**src/hw/rvv_pkg.sv**
```systemverilog
package rvv_pkg;

    localparam int VLEN       = 128;
    localparam int NUM_VREG   = 32;
    localparam int VREG_IDX_W = 5;
    localparam int ISSUE_LANE = 2;

    // Instruction field encodings for OPIVV add/sub
    localparam logic [6:0] OPC_OP_V = 7'b1010111;
    localparam logic [2:0] F3_OPIVV = 3'b000;
    localparam logic [5:0] F6_VADD  = 6'b000000;
    localparam logic [5:0] F6_VSUB  = 6'b000010;

    // Encoding 3 is reserved and decodes as illegal
    typedef enum logic [1:0] {
        SEW_8  = 2'd0,
        SEW_16 = 2'd1,
        SEW_32 = 2'd2
    } sew_e;

    typedef struct packed {
        logic [31:0] pc;
        logic [31:0] inst;
        sew_e        sew;
    } rvv_cmd_t;

    typedef enum logic {
        ALU_ADD = 1'b0,
        ALU_SUB = 1'b1
    } alu_op_e;

    typedef struct packed {
        logic [31:0]           pc;
        logic [VREG_IDX_W-1:0] vd;
        logic [VREG_IDX_W-1:0] vs1;
        logic [VREG_IDX_W-1:0] vs2;
        sew_e                  sew;
        alu_op_e               alu_op;
        logic                  illegal;
    } uop_t;

    // VRF reset rule: every byte of register r holds the value r
    function automatic logic [VLEN-1:0] vrf_reset_value(input int unsigned idx);
        logic [7:0] byte_val;
        byte_val = 8'(idx);
        return {(VLEN/8){byte_val}};
    endfunction

endpackage
```
**src/hw/rvv_dispatch.sv**
```systemverilog
`timescale 1ns/1ps

module rvv_dispatch (
    input  logic                             clk,
    input  logic                             rst_n,
    input  logic                             uq_empty,
    input  rvv_pkg::uop_t                    uq_rdata,
    output logic                             uq_pop,
    output logic [rvv_pkg::VREG_IDX_W-1:0]   rd_idx_a,
    output logic [rvv_pkg::VREG_IDX_W-1:0]   rd_idx_b,
    input  logic [rvv_pkg::VLEN-1:0]         rd_data_a,
    input  logic [rvv_pkg::VLEN-1:0]         rd_data_b,
    input  logic                             wb_valid,
    input  logic [rvv_pkg::VREG_IDX_W-1:0]   wb_vd,
    input  logic                             wb_illegal,
    output logic                             iss_valid,
    output rvv_pkg::uop_t                    iss_uop,
    output logic [rvv_pkg::VLEN-1:0]         iss_src_a,
    output logic [rvv_pkg::VLEN-1:0]         iss_src_b
);

    // One bit per vector register with a write in flight
    logic [rvv_pkg::NUM_VREG-1:0] busy;
    logic [rvv_pkg::NUM_VREG-1:0] busy_nxt;
    logic                         hazard;

    // Operand a is vs2, operand b is vs1
    assign rd_idx_a = uq_rdata.vs2;
    assign rd_idx_b = uq_rdata.vs1;

    assign hazard = busy[uq_rdata.vs1] | busy[uq_rdata.vs2] | busy[uq_rdata.vd];

    // Illegal ops touch no register, so they never wait
    assign uq_pop = ~uq_empty & (uq_rdata.illegal | ~hazard);

    always_comb begin
        busy_nxt = busy;
        // Cleared on the same edge the VRF takes the write
        if (wb_valid && !wb_illegal) begin
            busy_nxt[wb_vd] = 1'b0;
        end
        if (uq_pop && !uq_rdata.illegal) begin
            busy_nxt[uq_rdata.vd] = 1'b1;
        end
    end

    always_ff @(posedge clk) begin
        if (!rst_n) begin
            busy      <= '0;
            iss_valid <= 1'b0;
        end else begin
            busy      <= busy_nxt;
            iss_valid <= uq_pop;
        end
    end

    // Operands captured together with the micro-op
    always_ff @(posedge clk) begin
        if (uq_pop) begin
            iss_uop   <= uq_rdata;
            iss_src_a <= rd_data_a;
            iss_src_b <= rd_data_b;
        end
    end

endmodule

```
**config.mk**
```make
export PLATFORM = sky130hd
export DESIGN_NAME = rvv_dispatch
export DESIGN_NICKNAME = d
export VERILOG_FILES = /design/src/hw/rvv_pkg.sv /design/src/hw/rvv_dispatch.sv
export SDC_FILE = /design/constraint.sdc
export NUM_CORES = 1
export LEC_CHECK = 0
export ABC_AREA = 0
export BUFFER_PORTS_ARGS = -buffer_cell sky130_fd_sc_hd__buf_2
export CAP_MARGIN = 15
export CORE_AREA = 5 5 246 248
export DETAILED_ROUTE_END_ITERATION = 7
export DIE_AREA = 0 0 251 253
export REMOVE_ABC_BUFFERS = 1
export SYNTH_ARGS = -nofsm -noshare
export SYNTH_HDL_FRONTEND = slang
export SYNTH_SLANG_ARGS = --single-unit
```
**constraint.sdc**
```tcl
create_clock -name clk -period 38.5 [get_ports clk]
set_clock_uncertainty 0.2 [all_clocks]
set_input_delay 3.85 -clock clk [delete_from_list [all_inputs] [get_ports clk]]
set_output_delay 3.85 -clock clk [all_outputs]
set_load 0.02 [all_outputs]
```
After elaboration in Yosys (flattened, before gate mapping)
Cells that the tools add are included.
W data, S select, Z words.

operators by class
  order comparisons = 6
  mux-type cells = 12
  bitwise gates (word level) = 9
  reductions and logical operators = 6

operator list
  operator              count
  $mux W32              2
  $and A32 B32 Y32      1
  $not A32 Y32          1
  $or A32 B32 Y32       1
  $lt A5 B6 Y1 const B  4
  $bmux W1 S5           3
  $demux W1 S5          2
  $ge A5 B1 Y1 const B  2
  $mux W1               5
  $logic_and A1 B1 Y1   4
  $or A1 B1 Y1          3
  $logic_not A1 Y1      2
  $not A1 Y1            2
  $and A1 B1 Y1         1

storage, ports and cells
  register bits after elaboration = 340
  input port bits = 317
  output and inout port bits = 319
  word-level logic and storage cells = 44

Longest topological paths before layout
  word-level depth = 9
  gate-level depth with buffers = 8
  mapped depth without buffers = 6

Worst setup path before layout
Ideal clock, no wire load.

  path kind = input-to-output
  start point = input uq_rdata[14] (netlist name)
  end point = output uq_pop
  arrival = 20.136 ns
  required time = 34.450 ns
  slack = 14.314 ns
  stages on the path = 7
  path buffers = 1
  path through = buf_4 -> mux4_2 -> mux2i_1 -> nor3b_1 -> a211oi_4 -> nand4_1 -> a21oi_1

between the ends
  cells in the longest elaborated chain, start to end = 6

ends and longest elaborated chain
  what                           line                source
  from (decl)                    rvv_dispatch.sv:7   input rvv_pkg::uop_t uq_rdata,
  $bmux W1 S5                    rvv_dispatch.sv:31  assign hazard = busy[uq_rdata.vs1] | busy[uq_rdata.vs2] | busy[uq_rdata.vd];
  $mux W1 (not written as such)  rvv_dispatch.sv:31
  $or A1 B1 Y1                   rvv_dispatch.sv:31
  $not A1 Y1                     rvv_dispatch.sv:34  assign uq_pop = ~uq_empty & (uq_rdata.illegal | ~hazard);
  $or A1 B1 Y1                   rvv_dispatch.sv:34
  $and A1 B1 Y1                  rvv_dispatch.sv:34
  to (decl)                      rvv_dispatch.sv:8   output logic uq_pop,

No other way between the ends. The select of a mux whose other input is x is not followed.

Final worst setup path
Ends and elaborated chain as after synthesis.

==> flow_summary.toml <==
[die]
die_h_um = 253
die_x_um = 251
rows = 89
coreArea_um2 = 58240
die_area_um2 = 63500
ioPinCount = 636
initial_core_util = 0.1984

[yosys]
netlist-cell-type-count = 40
syn_area_um2 = 11550
async_flop_share = 0
ys.flop_type = "edfxtp_1"
syn_inst = 568
yosysSeqAreaShare = 0.8551
synth-edff-count = 307
ys_seq_elements = 340
yosysWarningCount = 0
avgSynthCellArea_um2 = 20.34

[worst_setup_path]
endpoint_kind = "output port"
crit_top_cell = "buf_2"
crit_family = "buffers and inverters"
critPathSlowestCell = "mux4_1"
crit_buf_inv = 3
crit_chain = "buf_2, mux4_1, mux2i_1, nor3b_1, a211oi_4, nand4_1, a21oi_4, buf_4, buf_2"
cpPeakStageDelay_ns = 0.59
cp_max_fo = 37
critPathLaunchType = "primary input"
crit_cells = 9
worst_ep_arrival_time_ns = 6.99
critical_path_class = "in -> out"
cp.required_ns = 34.45
reg2reg_depth = 8

[clock_tree]
h-tree-depth = 2
numCtsBuffers = 41
cts_resized = 0
insertion_delay_ns = 0.54
cts_tree = "built"
clock-root-buffer = "clkbuf_16"
path_clk_slew_ns = 0.05
cts-hold-fix-buffers = 0
clockBufferDepth = 3
postCtsSetupRepairBufs = 0
cts.sinks = 340

[routing]
num_vias = 8149
wire_per_inst_um = 24.04
vias_per_cell = 4.000
drc = 0
drt-total-wl_mm = 48.96
postRouteAntennaNets = 0
drt_pre_antenna_iters = 5
drt_iter0_drc = 605

[final_layout]
drive_gt1_frac = 0.5654
syn_to_final_growth_pct = 45.93
final_nets = 1541
fillers = 5878
fin_cells = 2037

[hold_path]
hold_class = "reg -> reg"
worstHoldPathCells = 2

[timing]
slew_headroom = 0.4068
worst_slew_pin_slew_ns = 0.8897
post-route-period-util = 0.2866
drv_slew = 0
rsz0062_at_grt = "false"
hold_viol_final = 0
tns_ns = 0
finalSetupViolCount = 0
layout_min_cycle_time_ns = 11.04
fmax_mhz = 90.62

[placement]
dp.cells = 1954
portBuffers = 635
place_hpwl_mm = 39.79
gp_congestion = 0.9331

[global_routing]
grt_start_max_net_pins = 72
grt_pass1_wl_mm = 65.12
first_global_vias = 8233
antenna_found_initial = 36
globalRouteOverflowTotal = 0
grtUsageTotal = 0.1440

[pwr]
power.density_nw_per_um2 = 56.90
p_leak_nw = 6.830
ir_worst_vdd_mv = 0.02899

[status]
status = "completed"

[job]
drv_cap = 0
-- area by class of cell --
| type | count | area, µm² | share of cell area |
|---|---|---|---|
| Antenna cell | 10 | 25.02 | 0.001484 |
| Clock buffer | 52 | 1067 | 0.06330 |
| Clock inverter | 21 | 178.9 | 0.01061 |
| Inverter | 1 | 3.754 | 0.0002226 |
| Multi-Input combinational cell | 200 | 1523 | 0.09032 |
| Sequential cell | 340 | 9879 | 0.5860 |
| Tap cell | 773 | 967.2 | 0.05737 |
| Timing Repair Buffer | 640 | 3216 | 0.1907 |
-- state kept, by name (all words and copies together), names as in the netlist --
| signal | cells |
|---|---|
| iss_src_a | 128 |
| busy | 32 |
| iss_uop | 51 |
| iss_src_b | 128 |
| iss_valid | 1 |
-- path summary, 6_finish.rpt --
kind | slack [ns] | to | from
min reg2reg | 0.39 | busy[3] | busy[3]
max | 27.46 | uq_pop | uq_rdata[14]
max reg2reg | 34.00 | iss_src_a[13] | busy[21]
min | 0.39 | busy[3] | busy[3]
-- power by group --
group | internal [mW] | switching (mW)
combinational | 0.0399 | 0.0977
sequential | 0.448 | 0.0111
clock | 0.211 | 0.152
total | 0.699 | 0.261
-- synthesized netlist by cell type, drive strengths merged, types with 2 or more instances --
library cell	count	share of area
nor3	3	0.0013
nand2	13	0.0042
mux2i	33	0.029
clkbuf	6	0.0023
dfxtp	33	0.057
mux4	9	0.019
o211ai	32	0.021
nor2	9	0.0029
buf	21	0.011
nor2b	8	0.0043
nand4b	2	0.0015
o21ai	32	0.014
a22oi	6	0.0039
a21oi	6	0.0026
a211oi	2	0.0024
nand2b	4	0.0022
or3	2	0.0011
nand3b	5	0.0032
nand3	12	0.0052
or3b	2	0.0015
nand4	7	0.0038
edfxtp	307	0.80
nor3b	3	0.0019
-- cell families (layout without fill, tap and decap cells) --
group                  after synthesis  after routing  share of synthesized area
and+or+nand+nor                     75             75                    0.03628
AOI/OAI and AO/OA                   82             82                    0.04646
DFF                                340            340                     0.8551
other                                0             10                          0
buffers and inverters               28            714                    0.01408
muxes                               43             43                    0.04808
-- metal layers --
layer / vias to the layer above / GRT usage / part of all wire
met4: 14 / 0.03462 / 0.018
met2: 476 / 0.2548 / 0.52
met3: 92 / 0.07508 / 0.13
met5: - / 0 / 0.0016
li1: 3597 / - / -
met1: 3970 / 0.1528 / 0.34
-- metrics by stage --
| step | instance area (µm²) | setup WS, ns | power [mW] | util | hold slack [ns] |
|---|---|---|---|---|---|
| 6_report | 16860 | 27.46 | 0.9594 | 0.2895 | 0.3867 |
| 5_1_grt | 16840 | 27.25 | 1.004 | 0.2892 | 0.4064 |
| 4_1_cts | 16830 | 27.42 | 0.9796 | 0.2891 | 0.3976 |
| 3_5_place_dp | 15590 | 27.44 | 0.6075 | 0.2677 | 0.3892 |
| 3_3_place_gp | 15590 | 27.47 | 0.6059 | 0.2677 | 0.3852 |
| 2_1_floorplan | 11390 | 14.41 | 0.5457 | - | 0.2921 |
-- cell usage in the layout (no fill, tap or decap), types with 4 or more instances in the layout --
cell,n
buf_2,635
edfxtp_1,307
clkbuf_16,41
mux2i_1,33
dfxtp_1,33
o211ai_1,32
o21ai_0,30
nand2_1,13
nand3_1,12
clkbuf_1,11
diode_2,10
nor2_1,9
nor2b_1,8
nand4_1,7
clkinv_2,7
a22oi_1,6
mux4_2,6
a21oi_1,5
nand3b_1,5
buf_4,5
nand2b_1,4
inv_6,4
clkinv_1,4
-- worst register-to-register path: cells and delay by family, from the launching register on --
kind	cells	cell delay, ns
flip-flops	1	0.37
AND/OR/NAND/NOR	2	0.37
multiplexers	2	0.69
AO/OA/AOI/OAI	2	0.85
buffers and inverters	2	1.60
No activity file was read; power rests on OpenSTA's default activity.
