[config.mk]
export PLATFORM = sky130hd
export DESIGN_NAME = rvv_alu
export DESIGN_NICKNAME = d
export VERILOG_FILES = /design/src/hw/rvv_pkg.sv /design/src/hw/rvv_alu.sv
export SDC_FILE = /design/constraint.sdc
export NUM_CORES = 1
export LEC_CHECK = 0
export ABC_AREA = 0
export BUFFER_PORTS_ARGS = -buffer_cell sky130_fd_sc_hd__buf_2
export CORE_MARGIN = 2
export CORE_UTILIZATION = 38
export DETAILED_ROUTE_END_ITERATION = 6
export GPL_TIMING_DRIVEN = 0
export MAX_ROUTING_LAYER = met4
export PLACE_DENSITY = 0.72
export RECOVER_POWER = 100
export SETUP_SLACK_MARGIN = 0.15
export SYNTH_ARGS = -nofsm -noshare
export SYNTH_HDL_FRONTEND = slang
export SYNTH_SLANG_ARGS = --single-unit
[constraint.sdc]
create_clock -name clk -period 3.83 [get_ports clk]
set_input_delay 0.1915 -clock clk [delete_from_list [all_inputs] [get_ports clk]]
set_output_delay 0.1915 -clock clk [all_outputs]
set_load 0.01 [all_outputs]
[src/hw/rvv_pkg.sv]
package rvv_pkg;

    localparam int VLEN       = 128;
    localparam int NUM_VREG   = 32;
    localparam int VREG_IDX_W = 5;
    localparam int ISSUE_LANE = 2;

    // Instruction field encodings for OPIVV add/sub
    localparam logic [6:0] OPC_OP_V = 7'b1010111;
    localparam logic [2:0] F3_OPIVV = 3'b000;
    localparam logic [5:0] F6_VADD  = 6'b000000;
    localparam logic [5:0] F6_VSUB  = 6'b000010;

    // Encoding 3 is reserved and decodes as illegal
    typedef enum logic [1:0] {
        SEW_8  = 2'd0,
        SEW_16 = 2'd1,
        SEW_32 = 2'd2
    } sew_e;

    typedef struct packed {
        logic [31:0] pc;
        logic [31:0] inst;
        sew_e        sew;
    } rvv_cmd_t;

    typedef enum logic {
        ALU_ADD = 1'b0,
        ALU_SUB = 1'b1
    } alu_op_e;

    typedef struct packed {
        logic [31:0]           pc;
        logic [VREG_IDX_W-1:0] vd;
        logic [VREG_IDX_W-1:0] vs1;
        logic [VREG_IDX_W-1:0] vs2;
        sew_e                  sew;
        alu_op_e               alu_op;
        logic                  illegal;
    } uop_t;

    // VRF reset rule: every byte of register r holds the value r
    function automatic logic [VLEN-1:0] vrf_reset_value(input int unsigned idx);
        logic [7:0] byte_val;
        byte_val = 8'(idx);
        return {(VLEN/8){byte_val}};
    endfunction

endpackage
[src/hw/rvv_alu.sv]
`timescale 1ns/1ps

module rvv_alu (
    input  logic                             clk,
    input  logic                             rst_n,
    input  logic                             iss_valid,
    input  rvv_pkg::uop_t                    iss_uop,
    input  logic [rvv_pkg::VLEN-1:0]         iss_src_a,
    input  logic [rvv_pkg::VLEN-1:0]         iss_src_b,
    output logic                             wb_valid,
    output logic [31:0]                      wb_pc,
    output logic [rvv_pkg::VREG_IDX_W-1:0]   wb_vd,
    output logic [rvv_pkg::VLEN-1:0]         wb_data,
    output logic                             wb_illegal
);

    localparam int NB = rvv_pkg::VLEN / 8;

    logic          s1_valid;
    rvv_pkg::uop_t s1_uop;
    // Byte-lane sums for carry-in 0 and 1, carry out in bit 8
    logic [8:0]    s1_sum0 [NB];
    logic [8:0]    s1_sum1 [NB];
    logic [rvv_pkg::VLEN-1:0] joined;

    // Stage 1: per-byte carry-select add, subtract via inverted b
    always_ff @(posedge clk) begin
        logic [7:0] b_eff;
        for (int i = 0; i < NB; i++) begin
            b_eff = (iss_uop.alu_op == rvv_pkg::ALU_SUB) ? ~iss_src_b[8*i +: 8]
                                                          : iss_src_b[8*i +: 8];
            s1_sum0[i] <= {1'b0, iss_src_a[8*i +: 8]} + {1'b0, b_eff};
            s1_sum1[i] <= {1'b0, iss_src_a[8*i +: 8]} + {1'b0, b_eff} + 9'd1;
        end
        s1_uop <= iss_uop;
    end

    // Stage 2: carries ripple across bytes, restart at element boundaries
    always_comb begin
        logic       carry;
        logic       cin;
        logic       elem_start;
        logic [8:0] sel;
        carry = 1'b0;
        for (int i = 0; i < NB; i++) begin
            case (s1_uop.sew)
                rvv_pkg::SEW_16: elem_start = (i % 2) == 0;
                rvv_pkg::SEW_32: elem_start = (i % 4) == 0;
                default:         elem_start = 1'b1;
            endcase
            cin = elem_start ? (s1_uop.alu_op == rvv_pkg::ALU_SUB) : carry;
            sel = cin ? s1_sum1[i] : s1_sum0[i];
            joined[8*i +: 8] = sel[7:0];
            carry = sel[8];
        end
    end

    always_ff @(posedge clk) begin
        if (!rst_n) begin
            s1_valid <= 1'b0;
            wb_valid <= 1'b0;
        end else begin
            s1_valid <= iss_valid;
            wb_valid <= s1_valid;
        end
    end

    always_ff @(posedge clk) begin
        wb_pc      <= s1_uop.pc;
        wb_vd      <= s1_uop.vd;
        wb_illegal <= s1_uop.illegal;
        wb_data    <= s1_uop.illegal ? '0 : joined;
    end

endmodule

Yosys cells after proc, flatten, opt, wreduce, memory -nomap -nowiden
Memory sizes are Yosys's and may differ from the RTL's.
Cells that the tools add are included.

word-level totals
  memories = 2
  output and inout port bits = 167
  bits in registers = 209
  bits in writable memories = 288

memories
  memory   words  bits a word  rd ports  clocked after memory_dff  write ports  line           RTL
  s1_sum0  16     9            16        0                         16           rvv_alu.sv:22  logic [8:0] s1_sum0 [NB];
  s1_sum1  16     9            16        0                         16           rvv_alu.sv:23  logic [8:0] s1_sum1 [NB];

cells by class
  eq/ne operators = 2
  bitwise logic cells = 16
  muxes and demuxes = 44
  add/subtract/negate cells = 32
  reductions and logical operators = 1

operators with widths
  operator             count
  $mux 8               20
  $add 8x8->9          16
  $add 9x1->9 const B  16
  $not 8->8            16
  $mux 9               12
  $mux 1               12
  $eq 2x1->1 const B   1
  $eq 2x2->1 const B   1
  $reduce_or 2->1      1

Depth between registers and ports, before layout
  depth after elaboration = 8
  mapped depth = 13

Least setup slack after synthesis
No wires, ideal clock.

  path type = input-to-reg
  start point = in iss_uop[1] (netlist name)
  end point = mem s1_sum1[0][8]
  stages = 13
  required time = 3.696 ns
  arrival time = 3.081 ns
  slack = 0.615 ns
  cells stage by stage = buf_2 buf_1 buf_1 xor2_1 ha_1 inv_1 fa_1 nand3b_1 a21boi_0 or4_1 o311ai_0 nor4_1 xor2_1

RTL lines
  element          line           RTL
  start, declared  rvv_alu.sv:7   input rvv_pkg::uop_t iss_uop,
  end, declared    rvv_alu.sv:23

==> impl_metrics.json <==
{
  "finalCritPeriodShare": 0.8999,
  "reg2reg_depth": 6,
  "drive_above_1_share": 0.1658,
  "maxCapViolCount": 0,
  "yosysUniqueCellTypes": 74,
  "wire_per_inst_um": 17.29,
  "routed_wl_mm": 56.02,
  "ys_seq_area_frac": 0.4746,
  "dp_cells": 3059,
  "synth_top_area_frac": 0.4746,
  "ys_async_sr_fraction": 0,
  "yosys.area.top_type": "dfxtp_1",
  "grt_first_pass_wirelength_mm": 84.75,
  "cts_buffers": 54,
  "ctsRootBufferMaster": "clkbuf_16",
  "synth_edf_count": 0,
  "synth-seq-cells": 489,
  "rrSetupSlack_ns": 0.42,
  "dp_hpwl_mm": 42.87,
  "grt.busiest_layer": "met2",
  "synth_area_um2": 20630,
  "whs_path_depth": 3,
  "worstSetupPathType": "primary input to flip-flop",
  "viasPerCell": 4.733,
  "met1_usage": 0.2231,
  "use_met3": 0.05024,
  "num-nets-final": 2978,
  "max-clock-path-buffers": 3,
  "die_w_um": 237.0,
  "startpoint_type": "primary input",
  "yosys_most_used_dff": "dfxtp_1",
  "cp_max_fo": 19,
  "place_ws_ns": -1.165,
  "htreeDepth": 2,
  "vias": 15330,
  "final_area_um2": 26150,
  "crit_end": "s1_sum1[0][8]",
  "regToRegStartpoint": "s1_uop[1]",
  "first_global_vias": 15920,
  "io_pins": 477,
  "pwr_density_cell_nw_per_um2": 604.4,
  "grtUsageMet2": 0.3431,
  "cp-startpoint": "iss_uop[1]",
  "clkSlewWorstSetupHoldPaths_ns": 0.06,
  "ir_worst_vdd_uv": 377.6,
  "leakagePower_nw": 12.08,
  "antenna_found_initial": 13,
  "syn_area_per_cell_um2": 10.87,
  "synth_nets": 2386,
  "crit_arrival_ns": 3.90,
  "rsz0062_at_grt": "no",
  "layout_setup_ws_ns": 0.3833,
  "dr.first_iter.drc_count": 536,
  "ant_nets": 0,
  "grt_max_degree": 20,
  "outcome": "completed",
  "endpoint_kind": "flip-flop",
  "slew_headroom": 0.2602,
  "tightestPinTransition_ns": 1.110,
  "max_freq_mhz": 290.1,
  "hold_path_class": "primary input to flip-flop",
  "start_util": 0.3840,
  "area_growth_pct": 26.79,
  "dieArea_um2": 56160,
  "fp.dieH_um": 237.0,
  "fin_worst_skew_ns": 0.02145,
  "postCtsSetupBuffers": 0,
  "hold_ws_ns": 0.03113,
  "grt.total_usage": 0.2012,
  "drcViolationCount": 0,
  "io_buffers": 466,
  "reg2reg_to": "wb_data[68]",
  "cts.sinks": 489,
  "core_area_um2": 53710,
  "finalHoldViolCount": 0,
  "worstSkewPairLatency_ns": 0.61,
  "cts_tree": "yes",
  "finalSetupViolations": 0,
  "yosysWarnings": 0,
  "row_count": 85,
  "ys_top_cells_by_area": "dfxtp_1 (47%), ha_1 (9.9%), xor2_1 (8.9%)",
  "period_minus_slack_ns": 3.447,
  "place_area_um2": 23840,
  "gp_congestion": 0.9161,
  "fin_util": 0.4869,
  "fin_cells": 3240,
  "netlist_instances": 1897,
  "overflow": 0,
  "cp.required_ns": 4.29,
  "drt_pass1_iterations": 5,
  "slew_violations": 0
}
-- registers in the layout (all words and copies together) (netlist names) --
name	cells
s1_sum0	140
wb_pc	32
wb_vd	5
wb_data	128
wb_valid	1
s1_sum1	140
s1_uop	41
wb_illegal	1
s1_valid	1
-- placed cells by master (no fill, tap or decap), drive strengths merged, types with 43 or more instances in the layout --
cell type | netlist | layout
a21oi | 43 | 43
buf | 26 | 309
clkbuf | 19 | 271
dfxtp | 489 | 489
dlygate4sd3 | 0 | 71
ha | 163 | 163
inv | 86 | 93
mux2i | 132 | 132
nand2 | 48 | 48
nand2b | 81 | 81
nor2 | 134 | 134
xnor2 | 104 | 104
xor2 | 210 | 210
-- area by class of cell --
cell class              instances  area (µm²)
diodes                         11       27.53
plain buffers                  44       210.2
clock buffers                  71        1526
clock inverters                29       322.8
fillers                      4915       27560
inverters                      86       322.8
multi-input cells            1277       10250
flip-flops and latches        489        9789
well taps                     696       870.8
repair buffers                537        2831
-- worst max-delay path, cell delays in order --
cell and delay, ns:
clkbuf_1 0.14, buf_2 0.53, clkdlybuf4s15_2 0.70, xor2_1 0.20, ha_1 0.20, inv_1 0.06, fa_1 0.39, nand3b_1 0.19
a21boi_0 0.26, or4_1 0.15, o311ai_0 0.25, nor4_1 0.51, xor2_1 0.11
-- worst min-delay path by stage --
stage	from	endpoint	slack, ns
final	iss_src_a[39]	s1_sum0[4][7]	0.03
after global routing	iss_src_a[39]	s1_sum0[4][7]	0.03
after CTS	iss_src_a[39]	s1_sum0[4][7]	0.0003
after detailed placement	iss_uop[48]	s1_uop[48]	0.30
after global placement	iss_uop[49]	s1_uop[49]	0.29
after floorplan	iss_uop[0]	s1_uop[0]	0.22
-- what timing repair did --
| action | CTS | global route |
|---|---|---|
| hold endpoints to repair | 91 | 0 |
| resized for setup | 2 | 0 |
| endpoints found under the setup margin | 18 | 0 |
| hold buffers | 71 | 0 |
-- cells in the mapped netlist (10+ instances only) --
master,instances
a211oi_1,10
a21o_1,18
a21oi_1,42
and2_1,15
and3_1,34
buf_2,10
clkbuf_1,19
dfxtp_1,489
fa_1,16
ha_1,163
inv_1,86
mux2i_1,132
nand2_1,48
nand2b_1,81
nand3_1,34
nand4_1,18
nor2_1,133
nor2b_1,14
nor3_1,23
o21a_1,21
o21ai_0,30
o31a_1,11
xnor2_1,103
xor2_1,210
-- metal layers --
layer / up-vias / routed length (µm) / part of all wire
met5: - / 0 / 0
met4: 0 / 2223 / 0.040
met3: 134 / 3531 / 0.063
met2: 444 / 27070 / 0.48
met1: 7129 / 23200 / 0.41
li1: 7627 / - / -
-- logic make-up after synthesis --
kind of cell,Yosys count,share of synthesized area
AO/OA/AOI/OAI,199,0.06909
XOR/XNOR,314,0.1337
adder cells (fa/ha/maj),179,0.1144
buffers and inverters,131,0.02699
flip-flops,489,0.4746
multiplexers,133,0.06460
AND/OR/NAND/NOR,452,0.1166
-- power by group --
part | switching [W] | internal, W | total, W | leakage (nW)
Clock | 0.00216 | 0.00316 | 0.00533 | 0.908
Combinational | 0.00211 | 0.00156 | 0.00367 | 7.06
Sequential | 0.000385 | 0.00642 | 0.00681 | 4.11
Total | 0.00466 | 0.0111 | 0.0158 | 12.1
-- stage by stage --
stage,TNS (ns),power (W)
after CTS,0,0.01607
after floorplan,0,0.009327
after global placement,-21.79,0.01047
after global routing,0,0.01667
final,0,0.01581
after detailed placement,-25.12,0.01064
No activity file was read; power rests on OpenSTA's default activity.
