===== config.mk =====
export PLATFORM = sky130hd
export DESIGN_NAME = multi_fifo
export DESIGN_NICKNAME = d
export VERILOG_FILES = /design/src/hw/multi_fifo.sv
export SDC_FILE = /design/constraint.sdc
export NUM_CORES = 1
export LEC_CHECK = 0
export BUFFER_PORTS_ARGS = -buffer_cell sky130_fd_sc_hd__buf_2
export CORE_ASPECT_RATIO = 0.9
export CORE_MARGIN = 2
export CORE_UTILIZATION = 64
export DETAILED_ROUTE_END_ITERATION = 10
export PLACE_DENSITY = 0.85
export SKIP_LAST_GASP = 1
export SYNTH_ARGS = -nofsm -noshare
export SYNTH_HDL_FRONTEND = slang
export SYNTH_SLANG_ARGS = --single-unit

===== constraint.sdc =====
create_clock -name clk -period 3.3 [get_ports clk]
set_input_delay 0.66 -clock clk [delete_from_list [all_inputs] [get_ports clk]]
set_output_delay 0.66 -clock clk [all_outputs]
set_load 0.005 [all_outputs]

===== src/hw/multi_fifo.sv =====
`timescale 1ns/1ps

module multi_fifo #(
    parameter type T     = logic [7:0],
    parameter int  M     = 2,
    parameter int  N     = 1,
    parameter int  DEPTH = 8,
    // Level flag index ranges, kept one bit wide for single-lane sides
    parameter int  AF_HI = (M > 1) ? M - 1 : 1,
    parameter int  AE_HI = (N > 1) ? N - 1 : 1
) (
    input  logic             clk,
    input  logic             rst_n,
    input  logic [M-1:0]     push,
    input  T     [M-1:0]     datain,
    input  logic [N-1:0]     pop,
    output T     [N-1:0]     dataout,
    output logic             full,
    output logic [AF_HI:1]   almost_full,
    output logic             empty,
    output logic [AE_HI:1]   almost_empty
);

    localparam int PTR_W = (DEPTH > 1) ? $clog2(DEPTH) : 1;
    localparam int CNT_W = $clog2(DEPTH + 1);

    T                 mem [DEPTH];
    logic [PTR_W-1:0] wptr;
    logic [PTR_W-1:0] rptr;
    logic [CNT_W-1:0] count;
    logic [PTR_W-1:0] wr_addr [M];
    logic [CNT_W-1:0] push_cnt;
    logic [CNT_W-1:0] pop_cnt;

    // Pointer step with wrap at DEPTH, offset never exceeds DEPTH
    function automatic logic [PTR_W-1:0] ptr_add(input logic [PTR_W-1:0] ptr,
                                                 input int unsigned off);
        int unsigned sum;
        sum = ptr + off;
        if (sum >= DEPTH) begin
            sum = sum - DEPTH;
        end
        return PTR_W'(sum);
    endfunction

    // Pushed lanes land in consecutive slots in lane order
    always_comb begin
        push_cnt = '0;
        for (int i = 0; i < M; i++) begin
            wr_addr[i] = ptr_add(wptr, push_cnt);
            if (push[i]) begin
                push_cnt = push_cnt + 1'b1;
            end
        end
    end

    always_comb begin
        pop_cnt = '0;
        for (int j = 0; j < N; j++) begin
            if (pop[j]) begin
                pop_cnt = pop_cnt + 1'b1;
            end
        end
    end

    // Oldest N entries at the read side
    always_comb begin
        for (int j = 0; j < N; j++) begin
            dataout[j] = mem[ptr_add(rptr, j)];
        end
    end

    always_ff @(posedge clk) begin
        for (int i = 0; i < M; i++) begin
            if (push[i]) begin
                mem[wr_addr[i]] <= datain[i];
            end
        end
    end

    always_ff @(posedge clk) begin
        if (!rst_n) begin
            wptr  <= '0;
            rptr  <= '0;
            count <= '0;
        end else begin
            wptr  <= ptr_add(wptr, push_cnt);
            rptr  <= ptr_add(rptr, pop_cnt);
            count <= count + push_cnt - pop_cnt;
        end
    end

    // Levels from the registered count only
    assign full  = (int'(count) == DEPTH);
    assign empty = (count == '0);

    always_comb begin
        for (int k = 1; k <= AF_HI; k++) begin
            // Fewer than k+1 free slots
            almost_full[k] = (int'(count) + k + 1) > DEPTH;
        end
        for (int k = 1; k <= AE_HI; k++) begin
            // Fewer than k+1 entries held
            almost_empty[k] = int'(count) < (k + 1);
        end
    end

endmodule


-- Word-level counts from Yosys, hierarchy flattened
Memories as Yosys holds them, arrays and structs flattened.
Cells that the tools add are included.
- register bits after elaboration: 10
- RAM bits: 64
- input port bits: 21
- output and inout port bits: 12
- word-level logic and storage cells: 38
- memories: 1
- add/sub/neg operators: 13
- $lt $le $gt $ge: 7
- equality and inequality tests: 1
- muxes and demuxes: 12
- reduce and logical (&&, ||, !) cells: 1
- memories (memory ; words ; width ; rd ports ; clocked after memory_dff ; wr ports ; line ; text):
    mem ; 8 ; 8 ; 1 ; 0 ; 2 ; 27 ; T mem [DEPTH];
- operators by type and width (kind ; number):
    two-way mux 3 bit ; 5
    subtractor 3 x 1 -> 3 bit (second input constant) ; 5
    adder 3 x 1 -> 4 bit ; 2
    >= comparator 3 x 4 -> 1 bit (second input constant) ; 2
    >= comparator 4 bit (second input constant) ; 2
    adder 5 x 1 -> 6 bit (second input constant) ; 1
    > comparator 6 x 4 -> 1 bit (second input constant) ; 1
    two-way mux 1 bit ; 6
    adder 3 x 4 -> 5 bit ; 1
    adder 4 x 1 -> 5 bit (second input constant) ; 1
    >= comparator 5 x 4 -> 1 bit (second input constant) ; 1
    adder 4 x 1 -> 4 bit (second input constant) ; 1
    adder 4 bit ; 1
    equality test 4 bit (second input constant) ; 1
    zero test 4 bit ; 1
    < comparator 4 x 2 -> 1 bit (second input constant) ; 1
    two-way mux 4 bit ; 1
    subtractor 4 bit ; 1

-- Logic depth before layout (Yosys ltp)
Gate-level depths: netlist (run 1).
- depth in word-level cells: 6
- gate-level depth with buffers: 9

-- Worst setup path before layout (run 1)
Ideal clock, no wire load.
- path type: input -> register
- start point: input port push[0]
- end point: memory mem[4][0] (netlist bit) (enable)
- setup time: 0.384 ns
- data arrival time: 1.981 ns
- required time: 2.916 ns
- slack: 0.935 ns
- cell stages on the path: 5
- path buffers: 0
- path through: ha_1 > ha_1 > nor3b_1 > nand2_2 > o21ai_0
- RTL lines (what ; line ; text):
    start: declaration ; 14 ; input logic [M-1:0] push,
    end: declaration ; 27 ;

==> results.yml, run 1 <==
status:
  status: "finished clean"
placed_design:
  place.gp.congestion: 0.7558
  place_ws_ps: 366.5
  hpwl_mm: 5.165
  io_buffers: 32
  dp.cells: 357
  place_area_sq_um: 4278
synth:
  synth_area_leaders: "edfxtp_1 48%, mux2_2 20%, mux4_2 9.0%"
  synth_cell_types: 35
  synth_top_area_share_pct: 48.23
  synth_largest_area_cell: "edfxtp_1"
  synth-seq-area-share_pct: 53.25
  ys_warn_count: 0
  synth_nets: 290
  synth_edf_count: 64
  postSynthAreaPerCell_sq_um: 15.94
  syn_inst: 250
  syn_area_sq_um: 3985
  async_flop_share_pct: 0
  ys_seq_elements: 74
  synth_flop_cell: "edfxtp_1"
grt:
  antenna_found_initial: 0
  grt_pass1_wl_mm: 12.43
  groute.usage.overall_pct: 25.41
  grt_max_degree: 13
  grt_pass1_vias: 2363
  grt.overflow.total: 0
floorplanning:
  pin_count: 33
  die_h_um: 78.86
  rows: 27
  die_area_sq_um: 6875
  core_area_sq_um: 6081
  start_util_pct: 65.53
  fp.dieW_um: 87.18
routing:
  wl_per_cell_um: 21.19
  via_count: 2290
  wl_mm: 7.884
  drc: 0
  ant_nets: 0
  first_pass_iters: 4
  first_iter_violations: 221
  viasPerCell: 6.156
setup_path:
  endpoint_kind: "primary output"
  path_class: "flop to primary output"
  worst_ep_required_time_ps: 2640
  cp-start-kind: "flop"
  worstPathMaxFanout: 9
  critPathArrivalTime_ps: 1960
timing:
  clock_skew_ps: 5.013
  relSlewSlack_pct: 24.38
  fin_crit_ps: 2619
  setup_viol: 0
  finalHoldViolCount: 0
  setup_tns_ps: 0
  whs_ps: 641.9
  rsz0062_at_grt: "false"
  period_share_pct: 79.37
  tightest_slew_ps: 1134
  timing.final.ws_setup_ps: 680.8
  fmax_mhz: 381.8
  report.final.slew_viol_count: 0
pwr:
  powerDensity_nw_per_um2: 575.3
  leakagePower_nw: 1.637
  ir_drop_v: 0.0003723
  power_mw: 2.580
clock_network:
  clock_latency_ps: 360
  cts_htree_levels: 3
  cts_buffers: 9
  postCtsSetupBuffers: 0
  clockRootBuffer: "clkbuf_8"
  clk_pin_slew_worst_paths_ps: 70
  cts_resized: 0
  cts_buffer_depth: 2
  cts_tree: "done"
  clock-sinks: 74
  cts_hold_buf: 0
layout:
  nets: 336
  n_antenna_cell: 0
  drive_above_1_share_pct: 51.67
  stdcell_count: 372
  utilization_pct: 73.74
  area_delta_synth_final_pct: 12.53
  stdcell_area_sq_um: 4484
job:
  max-cap-violations: 0
worst_hold_path:
  hold_path_class: "input port to flop"
## report_power, final
part           switching, mW  internal (mW)  total (mW)
Sequential            0.0542           1.14        1.20
Clock                  0.334          0.417       0.752
Combinational          0.311          0.322       0.632
## per-layer routing
| layer | global-route usage [%] | wire, um | vias up |
|---|---|---|---|
| li1 | - | - | 1063 |
| met1 | 32.97 | 3283 | 1162 |
| met2 | 41.91 | 3996 | 55 |
| met3 | 5.509 | 493 | 10 |
| met4 | 10.15 | 111 | 0 |
| met5 | 0 | 0 | - |
## registers in the layout (all words and copies together) (netlist names)
name and count:
mem 64, count 4, rptr 3, wptr 3
## cells by family after synthesis
family | count (synthesis) | share of synthesized area (%)
DFF | 74 | 53.25
muxes | 89 | 29.64
adders and majority gates | 19 | 6.342
and+or+nand+nor | 34 | 5.557
buffers and inverters | 17 | 1.759
AOI/OAI and AO/OA | 11 | 1.758
xor gates and xnor gates | 6 | 1.696
## worst paths after layout
kind                            start  slack, ps                  end  cells after the start
setup / recovery   rptr[2]$_SDFF_PN0_        680           dataout[5]                      4
hold / removal                  rst_n        640  count[3]$_SDFF_PN0_                      3
setup reg to reg   wptr[0]$_SDFF_PN0_        770  mem[4][1]$_DFFE_PP_                      5
hold reg to reg   count[0]$_SDFF_PN0_        670  count[0]$_SDFF_PN0_                      2
## cell usage in the layout, fill, tap and decap left out, types with 2 or more instances in the layout
cell type  netlist  routed
buf_2            2      32
nand2_2          2       2
fa_1             2       2
mux4_2          16      16
nor3_4           2       2
dfxtp_1         10      10
nor3_1           2       2
mux2_2          72      72
clkinv_2         0       2
inv_1           10      10
clkbuf_8         0       9
ha_1            17      17
nor3b_1          3       3
nor2_2           4       4
buf_4            1      10
xnor2_1          2       2
o22ai_1          4       4
edfxtp_1        64      64
xor2_1           2       2
and2_1           8       8
nand2_1          5       5
nand2b_1         4       4
bufinv_16        0       2
## final cells by class
type	instances	area [sq um]
sequential	74	2122
multi-input combinational	159	1793
fill	396	1597
timing repair buffer	42	235.2
clock buffer	9	123.9
tap	72	90.09
clock inverter	6	82.58
inverter	10	37.54
## critical path: stages, from the launching register on
cell and delay (ps):
dfxtp_1 580, buf_4 290, mux4_2 330, mux2_2 270
buf_2 120
## synthesized netlist by cell type, types with 2 or more instances
master / instances
o22ai_1: 4
and2_1: 8
edfxtp_1: 64
nor2_2: 4
clkbuf_1: 2
nand2_2: 2
xor2_1: 2
inv_1: 10
fa_1: 2
o21ai_0: 2
buf_1: 2
mux4_2: 16
mux2_2: 72
dfxtp_1: 10
nor3_1: 2
nand2_1: 5
nor3_4: 2
xnor2_1: 2
nand2b_1: 4
nor3b_1: 3
ha_1: 17
buf_2: 2
No activity file was read; power rests on OpenSTA's default activity.
==> run 2: changes to the inputs <==
- CORE_UTILIZATION: 64 -> 60
- PLACE_DENSITY: 0.85 -> 0.8
- clock period: 3.3 -> 2.59 ns (I/O delays scaled with it)
==> run 2 against run 1 <==
  * Via count rose by 1.3%
  * Global-route usage down 2.3 points
  * Sequential power rose by 28%
  * Highest routed layer unchanged
==> results.yml, run 2 (same netlist as run 1, synthesis figures left out) <==
setup_path:
  critPathArrivalTime_ps: 1840
  path_class: "flop to primary output"
  cp-start-kind: "flop"
  worstPathMaxFanout: 17
  ff2ff_setup_slack_ps: 270
  endpoint_kind: "primary output"
  worst_ep_required_time_ps: 2070
timing:
  rsz0062_at_grt: "false"
  timing.final.ws_setup_ps: 227.4
  fmax_mhz: 423.3
  finalHoldViolCount: 0
  whs_ps: 523.5
  setup_viol: 0
  tightest_slew_ps: 1000
  period_share_pct: 91.22
  fin_crit_ps: 2363
  setup_tns_ps: 0
  relSlewSlack_pct: 33.32
  clock_skew_ps: 13.87
  report.final.slew_viol_count: 0
clock_network:
  clock-sinks: 74
  cts_hold_buf: 0
  postCtsSetupBuffers: 0
  clock_latency_ps: 350
  cts_tree: "done"
  clk_pin_slew_worst_paths_ps: 80
  cts_buffer_depth: 2
  cts_buffers: 9
  cts_htree_levels: 3
  clockRootBuffer: "clkbuf_8"
  cts_resized: 0
routing:
  first_pass_iters: 4
  wl_per_cell_um: 19.65
  viasPerCell: 5.800
  first_iter_violations: 157
  wl_mm: 7.861
  ant_nets: 0
  drc: 0
  via_count: 2320
grt:
  grt.overflow.total: 0
  grt_pass1_wl_mm: 12.43
  grt_max_degree: 18
  groute.usage.overall_pct: 23.09
  grt_pass1_vias: 2345
  antenna_found_initial: 0
layout:
  drive_above_1_share_pct: 53.23
  layout_common_cells: "72 x mux2_2, 64 x edfxtp_1, 32 x buf_2, 17 x ha_1, 17 x buf_4"
  n_antenna_cell: 0
  largest_reg_flops: 64
  stdcell_area_sq_um: 4586
  final_common_cell: "mux2_2"
  stdcell_count: 400
  nets: 345
  area_delta_synth_final_pct: 15.07
placed_design:
  place_area_sq_um: 4393
  io_buffers: 32
  dp.cells: 384
  hpwl_mm: 5.238
  place.gp.congestion: 0.7597
  place_ws_ps: 40.63
floorplanning:
  start_util_pct: 61.16
  pin_count: 33
  rows: 28
  die_h_um: 81.32
  die_area_sq_um: 7311
  core_area_sq_um: 6516
  fp.dieW_um: 89.91
pwr:
  ir_drop_v: 0.0004052
  powerDensity_nw_per_um2: 700.1
  leakagePower_nw: 1.680
status:
  status: "finished clean"
worst_hold_path:
  hold_path_class: "input port to flop"
job:
  max-cap-violations: 0
[run 2: cell count changes in the layout (fill, tap and decap cells not counted), sizes merged]
cell      before  now
buf           42   51
bufinv         2    1
clkinvlp       0    1
inv           10   11
[run 2: power breakdown]
part	total, mW	switching, mW	internal (mW)
logic	0.810	0.383	0.427
clock network	0.874	0.431	0.443
registers	1.53	0.0725	1.45
total	3.21	0.886	2.32
[run 2: area by class of cell]
cell class | count | area, sq um
inverter | 10 | 37.54
tap | 90 | 112.6
fill | 455 | 1931
timing repair buffer | 51 | 327.8
sequential | 74 | 2122
multi-input combinational | 159 | 1793
clock buffer | 9 | 123.9
clock inverter | 7 | 68.82
[run 2: through the flow]
stage / utilization [%] / power, mW
6_report: 70.37 / 3.211
5_1_grt: 70.37 / 3.379
4_1_cts: 70.37 / 3.237
3_5_place_dp: 67.42 / 2.368
3_3_place_gp: 67.42 / 2.337
2_1_floorplan: - / 2.080
[run 2: final timing paths]
kind                         endpoint  cells after the start                from
hold / removal    count[3]$_SDFF_PN0_                      3               rst_n
hold reg to reg    rptr[2]$_SDFF_PN0_                      2  rptr[2]$_SDFF_PN0_
setup reg to reg  mem[4][6]$_DFFE_PP_                      7  wptr[0]$_SDFF_PN0_
setup / recovery           dataout[3]                      4  rptr[1]$_SDFF_PN0_
[run 2: routing by layer]
layer / global-route usage [%] / vias up / part of all wire (%)
met5: 0 / - / 0
met4: 9.077 / 0 / 1.9
met3: 5.288 / 10 / 3.8
met2: 39.02 / 57 / 50
met1: 29.63 / 1168 / 45
li1: - / 1085 / -
[run 2: critical path: stages (launching register included)]
cell     delay, ps
dfxtp_1        380
buf_12         200
mux4_2         530
mux2_2         270
buf_2          120
