### src/hw/rvv_pkg.sv
package rvv_pkg;

    localparam int VLEN       = 128;
    localparam int NUM_VREG   = 32;
    localparam int VREG_IDX_W = 5;
    localparam int ISSUE_LANE = 2;

    // Instruction field encodings for OPIVV add/sub
    localparam logic [6:0] OPC_OP_V = 7'b1010111;
    localparam logic [2:0] F3_OPIVV = 3'b000;
    localparam logic [5:0] F6_VADD  = 6'b000000;
    localparam logic [5:0] F6_VSUB  = 6'b000010;

    // Encoding 3 is reserved and decodes as illegal
    typedef enum logic [1:0] {
        SEW_8  = 2'd0,
        SEW_16 = 2'd1,
        SEW_32 = 2'd2
    } sew_e;

    typedef struct packed {
        logic [31:0] pc;
        logic [31:0] inst;
        sew_e        sew;
    } rvv_cmd_t;

    typedef enum logic {
        ALU_ADD = 1'b0,
        ALU_SUB = 1'b1
    } alu_op_e;

    typedef struct packed {
        logic [31:0]           pc;
        logic [VREG_IDX_W-1:0] vd;
        logic [VREG_IDX_W-1:0] vs1;
        logic [VREG_IDX_W-1:0] vs2;
        sew_e                  sew;
        alu_op_e               alu_op;
        logic                  illegal;
    } uop_t;

    // VRF reset rule: every byte of register r holds the value r
    function automatic logic [VLEN-1:0] vrf_reset_value(input int unsigned idx);
        logic [7:0] byte_val;
        byte_val = 8'(idx);
        return {(VLEN/8){byte_val}};
    endfunction

endpackage
### src/hw/rvv_decode.sv
`timescale 1ns/1ps

module rvv_decode (
    input  logic              clk,
    input  logic              rst_n,
    input  logic              cq_empty,
    input  rvv_pkg::rvv_cmd_t cq_data,
    output logic              cq_pop,
    input  logic              uq_full,
    output logic              uq_push,
    output rvv_pkg::uop_t     uq_wdata
);

    logic [6:0]    opcode;
    logic [2:0]    funct3;
    logic [5:0]    funct6;
    logic          out_valid;
    rvv_pkg::uop_t dec_uop;

    assign opcode = cq_data.inst[6:0];
    assign funct3 = cq_data.inst[14:12];
    assign funct6 = cq_data.inst[31:26];

    always_comb begin
        dec_uop.pc     = cq_data.pc;
        dec_uop.vd     = cq_data.inst[11:7];
        dec_uop.vs1    = cq_data.inst[19:15];
        dec_uop.vs2    = cq_data.inst[24:20];
        dec_uop.sew    = cq_data.sew;
        dec_uop.alu_op = (funct6 == rvv_pkg::F6_VSUB) ? rvv_pkg::ALU_SUB : rvv_pkg::ALU_ADD;
        dec_uop.illegal = (opcode != rvv_pkg::OPC_OP_V) ||
                          (funct3 != rvv_pkg::F3_OPIVV) ||
                          !(funct6 inside {rvv_pkg::F6_VADD, rvv_pkg::F6_VSUB}) ||
                          !(cq_data.sew inside {rvv_pkg::SEW_8, rvv_pkg::SEW_16,
                                                rvv_pkg::SEW_32});
    end

    // Output register holds its micro-op while the queue is full
    assign uq_push = out_valid & ~uq_full;
    assign cq_pop  = ~cq_empty & (~out_valid | uq_push);

    always_ff @(posedge clk) begin
        if (!rst_n) begin
            out_valid <= 1'b0;
        end else begin
            out_valid <= cq_pop | (out_valid & ~uq_push);
        end
    end

    always_ff @(posedge clk) begin
        if (cq_pop) begin
            uq_wdata <= dec_uop;
        end
    end

endmodule

### config.mk
export PLATFORM = sky130hd
export DESIGN_NAME = rvv_decode
export DESIGN_NICKNAME = d
export VERILOG_FILES = /design/src/hw/rvv_pkg.sv /design/src/hw/rvv_decode.sv
export SDC_FILE = /design/constraint.sdc
export NUM_CORES = 1
export LEC_CHECK = 0
export BUFFER_PORTS_ARGS = -buffer_cell sky130_fd_sc_hd__buf_2
export CORE_UTILIZATION = 35
export DETAILED_ROUTE_END_ITERATION = 6
export GPL_TIMING_DRIVEN = 0
export PLACE_DENSITY = 0.74
export REMOVE_ABC_BUFFERS = 1
export SYNTH_ARGS = -nofsm -noshare
export SYNTH_HDL_FRONTEND = slang
export SYNTH_SLANG_ARGS = --single-unit
### constraint.sdc
create_clock -name clk -period 3.25 [get_ports clk]
set_input_delay 0.1625 -clock clk [delete_from_list [all_inputs] [get_ports clk]]
set_output_delay 0.1625 -clock clk [all_outputs]
set_load 0.02 [all_outputs]
* Word-level counts from Yosys, hierarchy flattened
Cells that the tools add are included.
Storage, ports and cells: word-level logic and storage cells 32, output and inout bits 53, register bits after elaboration 52, input bits 70
Cells by class: equal/unequal tests 4, bitwise operators 9, mux-type cells 1, reductions and logical operators 10
Operators by type and width (count):
- inequality test 7 bit, second input constant | 1
- == test 6 x 2 -> 1 bit, second input constant | 1
- zero test 6 bit | 1
- nonzero test 3 bit | 2
- NOT 1 bit | 4
- AND 1 bit | 3
- logical OR 1 bit | 3
- == test 2 x 1 -> 1 bit, second input constant | 1
- == test 2 bit, second input constant | 1
- zero test 1 bit | 2
- zero test 2 bit | 1
- OR 1 bit | 2
- nonzero test 2 bit | 1
- 2-to-1 mux 1 bit | 1

* Longest topological paths before layout
Gate-level depths: netlist of run 1.
word-level depth 5, mapped depth 3, gate-level depth less buffers 3

* Least setup slack after synthesis of run 1
OpenSTA, ideal clock, no wires.
path type reg2reg, start reg out_valid, end reg uq_wdata[0] (netlist name), enable pin, period minus slack after synthesis 3.565 ns, arrival time 3.074 ns, setup time 0.491 ns, setup slack -0.315 ns, data required time 2.759 ns, path buffers 0, stages on the path, launching flop included 2, cell sequence dfxtp_1 > a21oi_1
On the way: longest elaborated chain between the ends 3, elaborated cells on any way between the ends 4, classes of those cells 4 x bitwise
Ends and longest elaborated chain:
- from (decl) | line rvv_decode.sv:17 | logic out_valid;
- from (signal assigned) | line rvv_decode.sv:46 | out_valid <= cq_pop | (out_valid & ~uq_push);
- AND 1 bit / NOT 1 bit (equally long branches) | line rvv_decode.sv:39, rvv_decode.sv:40
- OR 1 bit * | line rvv_decode.sv:40 | assign cq_pop = ~cq_empty & (~out_valid | uq_push);
- AND 1 bit * | line rvv_decode.sv:40
- via cq_pop | line rvv_decode.sv:8 | output logic cq_pop,
- to (signal assigned) | line rvv_decode.sv:52 | uq_wdata <= dec_uop;
- to (decl) | line rvv_decode.sv:11 | output rvv_pkg::uop_t uq_wdata
Mark *: on every way through the listed nets, which the timed path passes. The rest lies on a longest branch. A chain may end at the register's enable or synchronous reset.

* Worst setup path after layout of run 1
start reg out_valid, end out cq_pop
On the way: longest elaborated chain between the ends 3, elaborated cells on any way between the ends 4, classes of those cells 4 x bitwise
Ends and longest elaborated chain (line):
- AND 1 bit / NOT 1 bit (equally long branches) | rvv_decode.sv:39, rvv_decode.sv:40
- OR 1 bit * | rvv_decode.sv:40
- AND 1 bit * | rvv_decode.sv:40
- to (decl) | rvv_decode.sv:8
Mark *: on every way between the ends. The rest lies on a longest branch, timed or not.

==> flow_summary.toml, run 1 <==
[placed_design]
buffer_ports.inserted = 121
globalplace.congestion = 0.745
detailedPlacementHpwl_um = 2480

[drt]
route.detailed.wl_per_inst_um = 12.9
wirelength_met1_um = 1110
detailroute.via_count = 1078
topRoutingLayerUsed = "met4"
drc = 0
drt_pass1_iterations = 3
met2WireLength_um = 1670
wl_met3_um = 355
total_wirelength_um = 3180
detail_route.vias_per_cell = 4.38
drtAntennaViolNets = 0
initial_drc_count = 29

[worst_setup_path]
cp_num_buf_inv = 2
cp.required_ps = 3090
critPathKind = "reg -> out"
critical_path_cell_count = 3
worst_path_largest_cell_delay_ps = 600
critical-path-slowest-cell = "sky130_fd_sc_hd__a21oi_4"
crit_start_category = "flop"
end_kind = "output port"
crit_chain = "a21oi_4 -> buf_12 -> buf_2"
r2r.worst_path.cells = 2
critPathTopFamily = "compound AO/OA/AOI/OAI gates"
critical_path_peak_fanout = 32
cp_data_arrival_time_ps = 1740

[run_status]
status = "finished clean"

[die]
die_x_um = 70.2
coreArea_um2 = 4410
die_area_um2 = 4920
std_cell_rows = 24
die-height_um = 70.2
count_of_boundary_i_o_pins = 123
start_util_pct = 36.8

[sta]
slew-limit-headroom_pct = 51.6
fmax_mhz = 525
worstMarginPinSlew_ps = 724
rsz0062_at_grt = "false"
final-setup-viol-count = 0
period_minus_slack_ps = 1910
timing.final.crit_share_pct = 58.6
finalHoldViolCount = 0
fin_worst_skew_ps = 9.06
maxSlewViolCount = 0

[synth]
synth_cells = 64
synthFlopType = "sky130_fd_sc_hd__edfxtp_1"
count_of_flip_flops_with_a_built_in_enable_after_synthesis = 51
synth.area.top_cells = "sky130_fd_sc_hd__edfxtp_1, sky130_fd_sc_hd__dfxtp_1, sky130_fd_sc_hd__a2111oi_0, sky130_fd_sc_hd__nand4b_1, sky130_fd_sc_hd__nor4b_1"
yosys.area.top_type = "sky130_fd_sc_hd__edfxtp_1"
synth_top_area_share_pct = 94.2
sequential_cell_area_fraction_in_the_yosys_report_pct = 95.4
post_synth.cell_area_avg_um2 = 25.4
synthDistinctLibCells = 14
async_reset_ff_share_pct = 0
ys.warnings.count = 0
synth_cell_area_um2 = 1630
yosysMostFrequentCell = "sky130_fd_sc_hd__edfxtp_1"
synth-seq-cells = 52

[layout]
fillers = 361
fin_util_pct = 54.8
multi_input_comb_area_um2 = 82.6
antenna_cells_inserted = 0
area_growth_syn_to_layout_pct = 48.8
fin_nets = 263
seq_area_um2 = 1550
layout-drive-gt1-share_pct = 67.5

[global_routing]
globalRouteTotalUtil_pct = 12.9
gr-total-overflow = 0
grt_first_pass_wirelength_um = 4720
pin_count_of_the_biggest_net_entering_global_routing = 33
grt_antenna_before_repair = 0
grt_pass1_vias = 1024

[clock_tree]
buffer_cell_driving_the_clock_tree_root = "sky130_fd_sc_hd__clkbuf_8"
cts.hold.buffers_added = 0
cts_repair_resize_count = 0
clk_transition_reported_paths_ps = 90
cts_tree = "built"
ctsHtreeMaxLevel = 2
cts_buffers = 5
cts_setup_buffers = 0
clk_sink_count = 52
worstSkewPairLatency_ps = 300
ctsLongestPathBuffers = 2

[run]
maxCapViolations = 0

[pwr]
finalPower_w = 0.00130
static-leakage-power_nw = 1.06
max-vdd-ir-drop_v = 0.000299
power.density_nw_per_um2 = 536

[worst_hold_path]
holdCritPathClass = "in -> reg"
hold_path_stages = 1
==> kinds of logic after synthesis <==
logic type | count (synthesis) | share of synthesized area [%]
compound gates | 3 | 1.31
buf+inv | 1 | 0.231
flops | 52 | 95.4
simple gates | 8 | 3.08
==> registers in the layout, indices dropped and copies added (netlist names) <==
register   flops
uq_wdata      51
out_valid      1
==> layout by cell type, fill, tap and decap left out <==
| master | count |
|---|---|
| sky130_fd_sc_hd__a2111oi_0 | 1 |
| sky130_fd_sc_hd__a21boi_0 | 1 |
| sky130_fd_sc_hd__a21oi_4 | 1 |
| sky130_fd_sc_hd__and2_1 | 1 |
| sky130_fd_sc_hd__buf_12 | 1 |
| sky130_fd_sc_hd__buf_2 | 121 |
| sky130_fd_sc_hd__clkbuf_8 | 5 |
| sky130_fd_sc_hd__clkinv_2 | 1 |
| sky130_fd_sc_hd__clkinv_4 | 1 |
| sky130_fd_sc_hd__dfxtp_1 | 1 |
| sky130_fd_sc_hd__edfxtp_1 | 51 |
| sky130_fd_sc_hd__inv_1 | 1 |
| sky130_fd_sc_hd__inv_6 | 1 |
| sky130_fd_sc_hd__nand2_1 | 1 |
| sky130_fd_sc_hd__nand3_1 | 1 |
| sky130_fd_sc_hd__nand4b_1 | 1 |
| sky130_fd_sc_hd__nor2_1 | 1 |
| sky130_fd_sc_hd__nor2b_1 | 1 |
| sky130_fd_sc_hd__nor4b_1 | 1 |
| sky130_fd_sc_hd__or4_1 | 1 |
==> per-layer routing <==
layer	track usage (%)	vias up
met2	22.4	78
met4	4.67	0
met3	6.49	7
met5	0	-
li1	-	512
met1	13.2	481
==> worst register-to-register path: cells and delay by family, from the launching register on <==
| family | cells | cell delay (ps) |
|---|---|---|
| compound gates | 1 | 600 |
| flops | 1 | 360 |
| buf+inv | 1 | 280 |
==> path summary, 6_finish.rpt <==
check | startpoint | endpoint | slack, ps
worst min register to register | out_valid$_SDFF_PN0_ | out_valid$_SDFF_PN0_ | 550
worst max-delay path | out_valid$_SDFF_PN0_ | cq_pop | 1340
worst max register to register | out_valid$_SDFF_PN0_ | uq_wdata[46]$_DFFE_PP_ | 1690
worst min-delay path | cq_data[38] | uq_wdata[23]$_DFFE_PP_ | 30
==> per-stage QoR <==
stage | hold WS, ps | std cells | TNS (ps) | instance area, um^2 | setup WS (ps)
final | 30.7 | 246 | 0 | 2420 | 1340
after global routing | 6.69 | 246 | 0 | 2420 | 1210
after CTS | 20.2 | 246 | 0 | 2420 | 1310
after detailed placement | 341 | 238 | 0 | 2330 | 1680
after global placement | 339 | 237 | -44310 | 2300 | -1080
after floorplan | 261 | 64 | -16080 | 1630 | -315
==> power breakdown <==
part           leakage [nW]  internal, W  total [W]  switching [W]
clock network        0.0485     0.000154   0.000361       0.000206
registers             0.500     0.000781   0.000789     0.00000806
logic                 0.509    0.0000581   0.000148      0.0000900
total                  1.06     0.000993    0.00130       0.000304
==> layout make-up <==
class / count / share of cell area, %
Clock buffer: 5 / 2.84
Clock inverter: 3 / 0.931
Sequential cell: 52 / 64.1
Multi-Input combinational cell: 11 / 3.41
Timing Repair Buffer: 122 / 25.9
Inverter: 1 / 0.155
Tap cell: 52 / 2.69
Note: power is estimated with default switching activity, not from simulation.
==> inputs of run 2 (changes only) <==
ABC_AREA = 1   (was not set)
PLACE_DENSITY = 0.71   (was 0.74)
clock period = 1.8 ns   (was 3.25 ns; I/O delays follow)
==> run 2 against run 1 <==
Effect of this change:
- sequential power up 81%
- non-clock buffer count grew 50
- via count rose by 26%
- sequential share of layout area down 12 points
- critical path depth unchanged
- design area rose by 24%
- sequential cell count is the same
- worst hold slack got worse by 1.2 ps
- synthesized area is 2.9% higher
- the flow now finishes with violations (design-rule violations)
==> flow_summary.toml, run 2 <==
[synth]
yosys.area.top_type = "sky130_fd_sc_hd__edfxtp_1"
sequential_cell_area_fraction_in_the_yosys_report_pct = 92.7
synth_top_area_share_pct = 91.5
synth_cell_area_um2 = 1670
async_reset_ff_share_pct = 0
yosysMostFrequentCell = "sky130_fd_sc_hd__edfxtp_1"
synthDistinctLibCells = 11
synthFlopType = "sky130_fd_sc_hd__edfxtp_1"
count_of_flip_flops_with_a_built_in_enable_after_synthesis = 51
synth_cells = 79
ys.warnings.count = 0
synth-seq-cells = 52
post_synth_most_frequent_cells = "sky130_fd_sc_hd__edfxtp_1, sky130_fd_sc_hd__nor2_1, sky130_fd_sc_hd__inv_1"
synth.area.top_cells = "sky130_fd_sc_hd__edfxtp_1, sky130_fd_sc_hd__nor2_1, sky130_fd_sc_hd__inv_1, sky130_fd_sc_hd__dfxtp_1, sky130_fd_sc_hd__nand2_1"
post_synth.cell_area_avg_um2 = 21.2

[clock_tree]
clk_transition_reported_paths_ps = 90
buffer_cell_driving_the_clock_tree_root = "sky130_fd_sc_hd__clkbuf_8"
cts_tree = "built"
ctsHtreeMaxLevel = 2
cts_buffers = 5
clk_sink_count = 52
worstSkewPairLatency_ps = 290
ctsLongestPathBuffers = 2

[worst_setup_path]
end_kind = "output port"
r2r.worst_path.cells = 3
r2r_slack_ps = 340
crit_chain = "a21oi_4 -> buf_16 -> buf_2"
critical_path_peak_fanout = 20
rr_startpoint = "out_valid$_SDFF_PN0_"
worst_path_largest_cell_delay_ps = 410
critPathKind = "reg -> out"
worst_setup_path_startpoint = "out_valid$_SDFF_PN0_"
cp.required_ps = 1710
crit_start_category = "flop"
cp_data_arrival_time_ps = 1480
critical-path-slowest-cell = "sky130_fd_sc_hd__a21oi_4"

[global_routing]
grt_antenna_before_repair = 0
globalRouteTotalUtil_pct = 16.8
grt_first_pass_wirelength_um = 6270
pin_count_of_the_biggest_net_entering_global_routing = 23
grt_pass1_vias = 1349
gr-total-overflow = 0

[sta]
timing.setup.tns_ps = 0
maxSlewViolCount = 0
timing.final.crit_share_pct = 87.1
setup_ws_ps = 231
final-setup-viol-count = 0
fin_worst_skew_ps = 5.13
rsz0062_at_grt = "false"
slew-limit-headroom_pct = 68.6
worstMarginPinSlew_ps = 469
period_minus_slack_ps = 1570
finalHoldViolCount = 0
finalHoldWorstSlack_ps = 29.6
fmax_mhz = 637

[layout]
largest-register = "uq_wdata"
mostFrequentLayoutCells = "sky130_fd_sc_hd__buf_2, sky130_fd_sc_hd__edfxtp_1, sky130_fd_sc_hd__dlygate4sd3_1"
design_area_final_um2 = 2990
antenna_cells_inserted = 0
most_common_cell_after_layout_fill_and_taps_aside = "sky130_fd_sc_hd__buf_2"
layout-drive-gt1-share_pct = 51.7
largestRegisters = "uq_wdata x51, out_valid x1"
fillers = 306
fin_nets = 328
max_reg_flops = 51
area_growth_syn_to_layout_pct = 78.6

[placed_design]
detailedPlacementHpwl_um = 2680
placed_area_um2 = 2410
post-place-ws_ps = 330
buffer_ports.inserted = 121
globalplace.congestion = 0.702

[pwr]
power.density_nw_per_um2 = 818
max-vdd-ir-drop_v = 0.000349
static-leakage-power_nw = 1.33
finalPower_w = 0.00244

[die]
std_cell_rows = 24
count_of_boundary_i_o_pins = 123
die_x_um = 71.2
die_area_um2 = 5060
start_util_pct = 37.4
die-height_um = 71.2
coreArea_um2 = 4470

[drt]
wirelength_met1_um = 1590
wl_met3_um = 440
route.detailed.wl_per_inst_um = 13.5
drtAntennaViolNets = 0
topRoutingLayerUsed = "met4"
detail_route.vias_per_cell = 4.36
met2WireLength_um = 2140
drc = 13
detailroute.via_count = 1356
total_wirelength_um = 4200
drt_pass1_iterations = 6
initial_drc_count = 89

[worst_hold_path]
hold_path_stages = 2
holdCritPathClass = "in -> reg"
hold_path.startpoint = "cq_empty"

[run_status]
violated_checks = "design-rule violations"
status = "complete, but fails checks"

[run]
maxCapViolations = 0
[run 2: cell count changes after synthesis]
| cell | delta |
|---|---|
| sky130_fd_sc_hd__nand4b_1 | -1 |
| sky130_fd_sc_hd__nor2_1 | +7 |
| sky130_fd_sc_hd__or2_4 | +1 |
| sky130_fd_sc_hd__and2_1 | -1 |
| sky130_fd_sc_hd__inv_1 | +6 |
| sky130_fd_sc_hd__nor4b_1 | -1 |
| sky130_fd_sc_hd__nand2_1 | +4 |
| sky130_fd_sc_hd__a2111oi_0 | -1 |
| sky130_fd_sc_hd__nand3_1 | +1 |
| sky130_fd_sc_hd__or4_1 | -1 |
| sky130_fd_sc_hd__nor3_2 | +1 |
| sky130_fd_sc_hd__nor2b_1 | -1 |
| sky130_fd_sc_hd__or2_1 | +1 |
[run 2: repair_timing]
item | in CTS | in global routing
hold buffers | 49 | 0
setup buffers | 0 | 0
endpoints found under the setup margin | 0 | 0
endpoints found under the hold margin | 49 | 0
gates resized for setup | 0 | 0
[run 2: worst max-delay path, delay by kind of cell (launching register included)]
kind | cells | cell delay (ps)
AO/OA/AOI/OAI | 1 | 410
flip-flops | 1 | 350
buffers and inverters | 2 | 420
[run 2: final timing paths]
check	endpoint
hold reg to reg	out_valid$_SDFF_PN0_
hold / removal	out_valid$_SDFF_PN0_
setup / recovery	cq_pop
setup reg to reg	uq_wdata[42]$_DFFE_PP_
[run 2: cell families after synthesis]
kind of cell | count (synthesis) | share of synthesized area (%)
buffers and inverters | 7 | 1.57
flip-flops | 52 | 92.7
AO/OA/AOI/OAI | 2 | 0.747
AND/OR/NAND/NOR | 18 | 5.01
[run 2: metal layers]
metal  vias up  global-route usage (%)
li1        646                       -
met1       620                    19.0
met2        88                    29.3
met3         2                    6.27
met4         0                    5.33
met5         -                       0
[run 2: through the flow]
step                      util, %  instances
final                        66.8        311
after floorplan                 -         79
after global placement       52.4        252
after detailed placement     53.9        254
after CTS                    66.8        311
after global routing         66.8        311
[run 2: power breakdown]
group	total, W	leakage, nW	switching, W	internal, W
logic	0.000376	0.779	0.000188	0.000188
clock network	0.000639	0.0479	0.000368	0.000272
registers	0.00143	0.500	0.0000187	0.00141
total	0.00244	1.33	0.000575	0.00187
[run 2: layout make-up]
class / instances / area, um^2 / share of cell area [%]
Clock buffer: 5 / 68.8 / 2.30
Timing Repair Buffer: 172 / 1150 / 38.5
Sequential cell: 52 / 1550 / 51.9
Inverter: 7 / 26.3 / 0.879
Tap cell: 52 / 65.1 / 2.18
Clock inverter: 3 / 18.8 / 0.628
Multi-Input combinational cell: 20 / 108 / 3.60
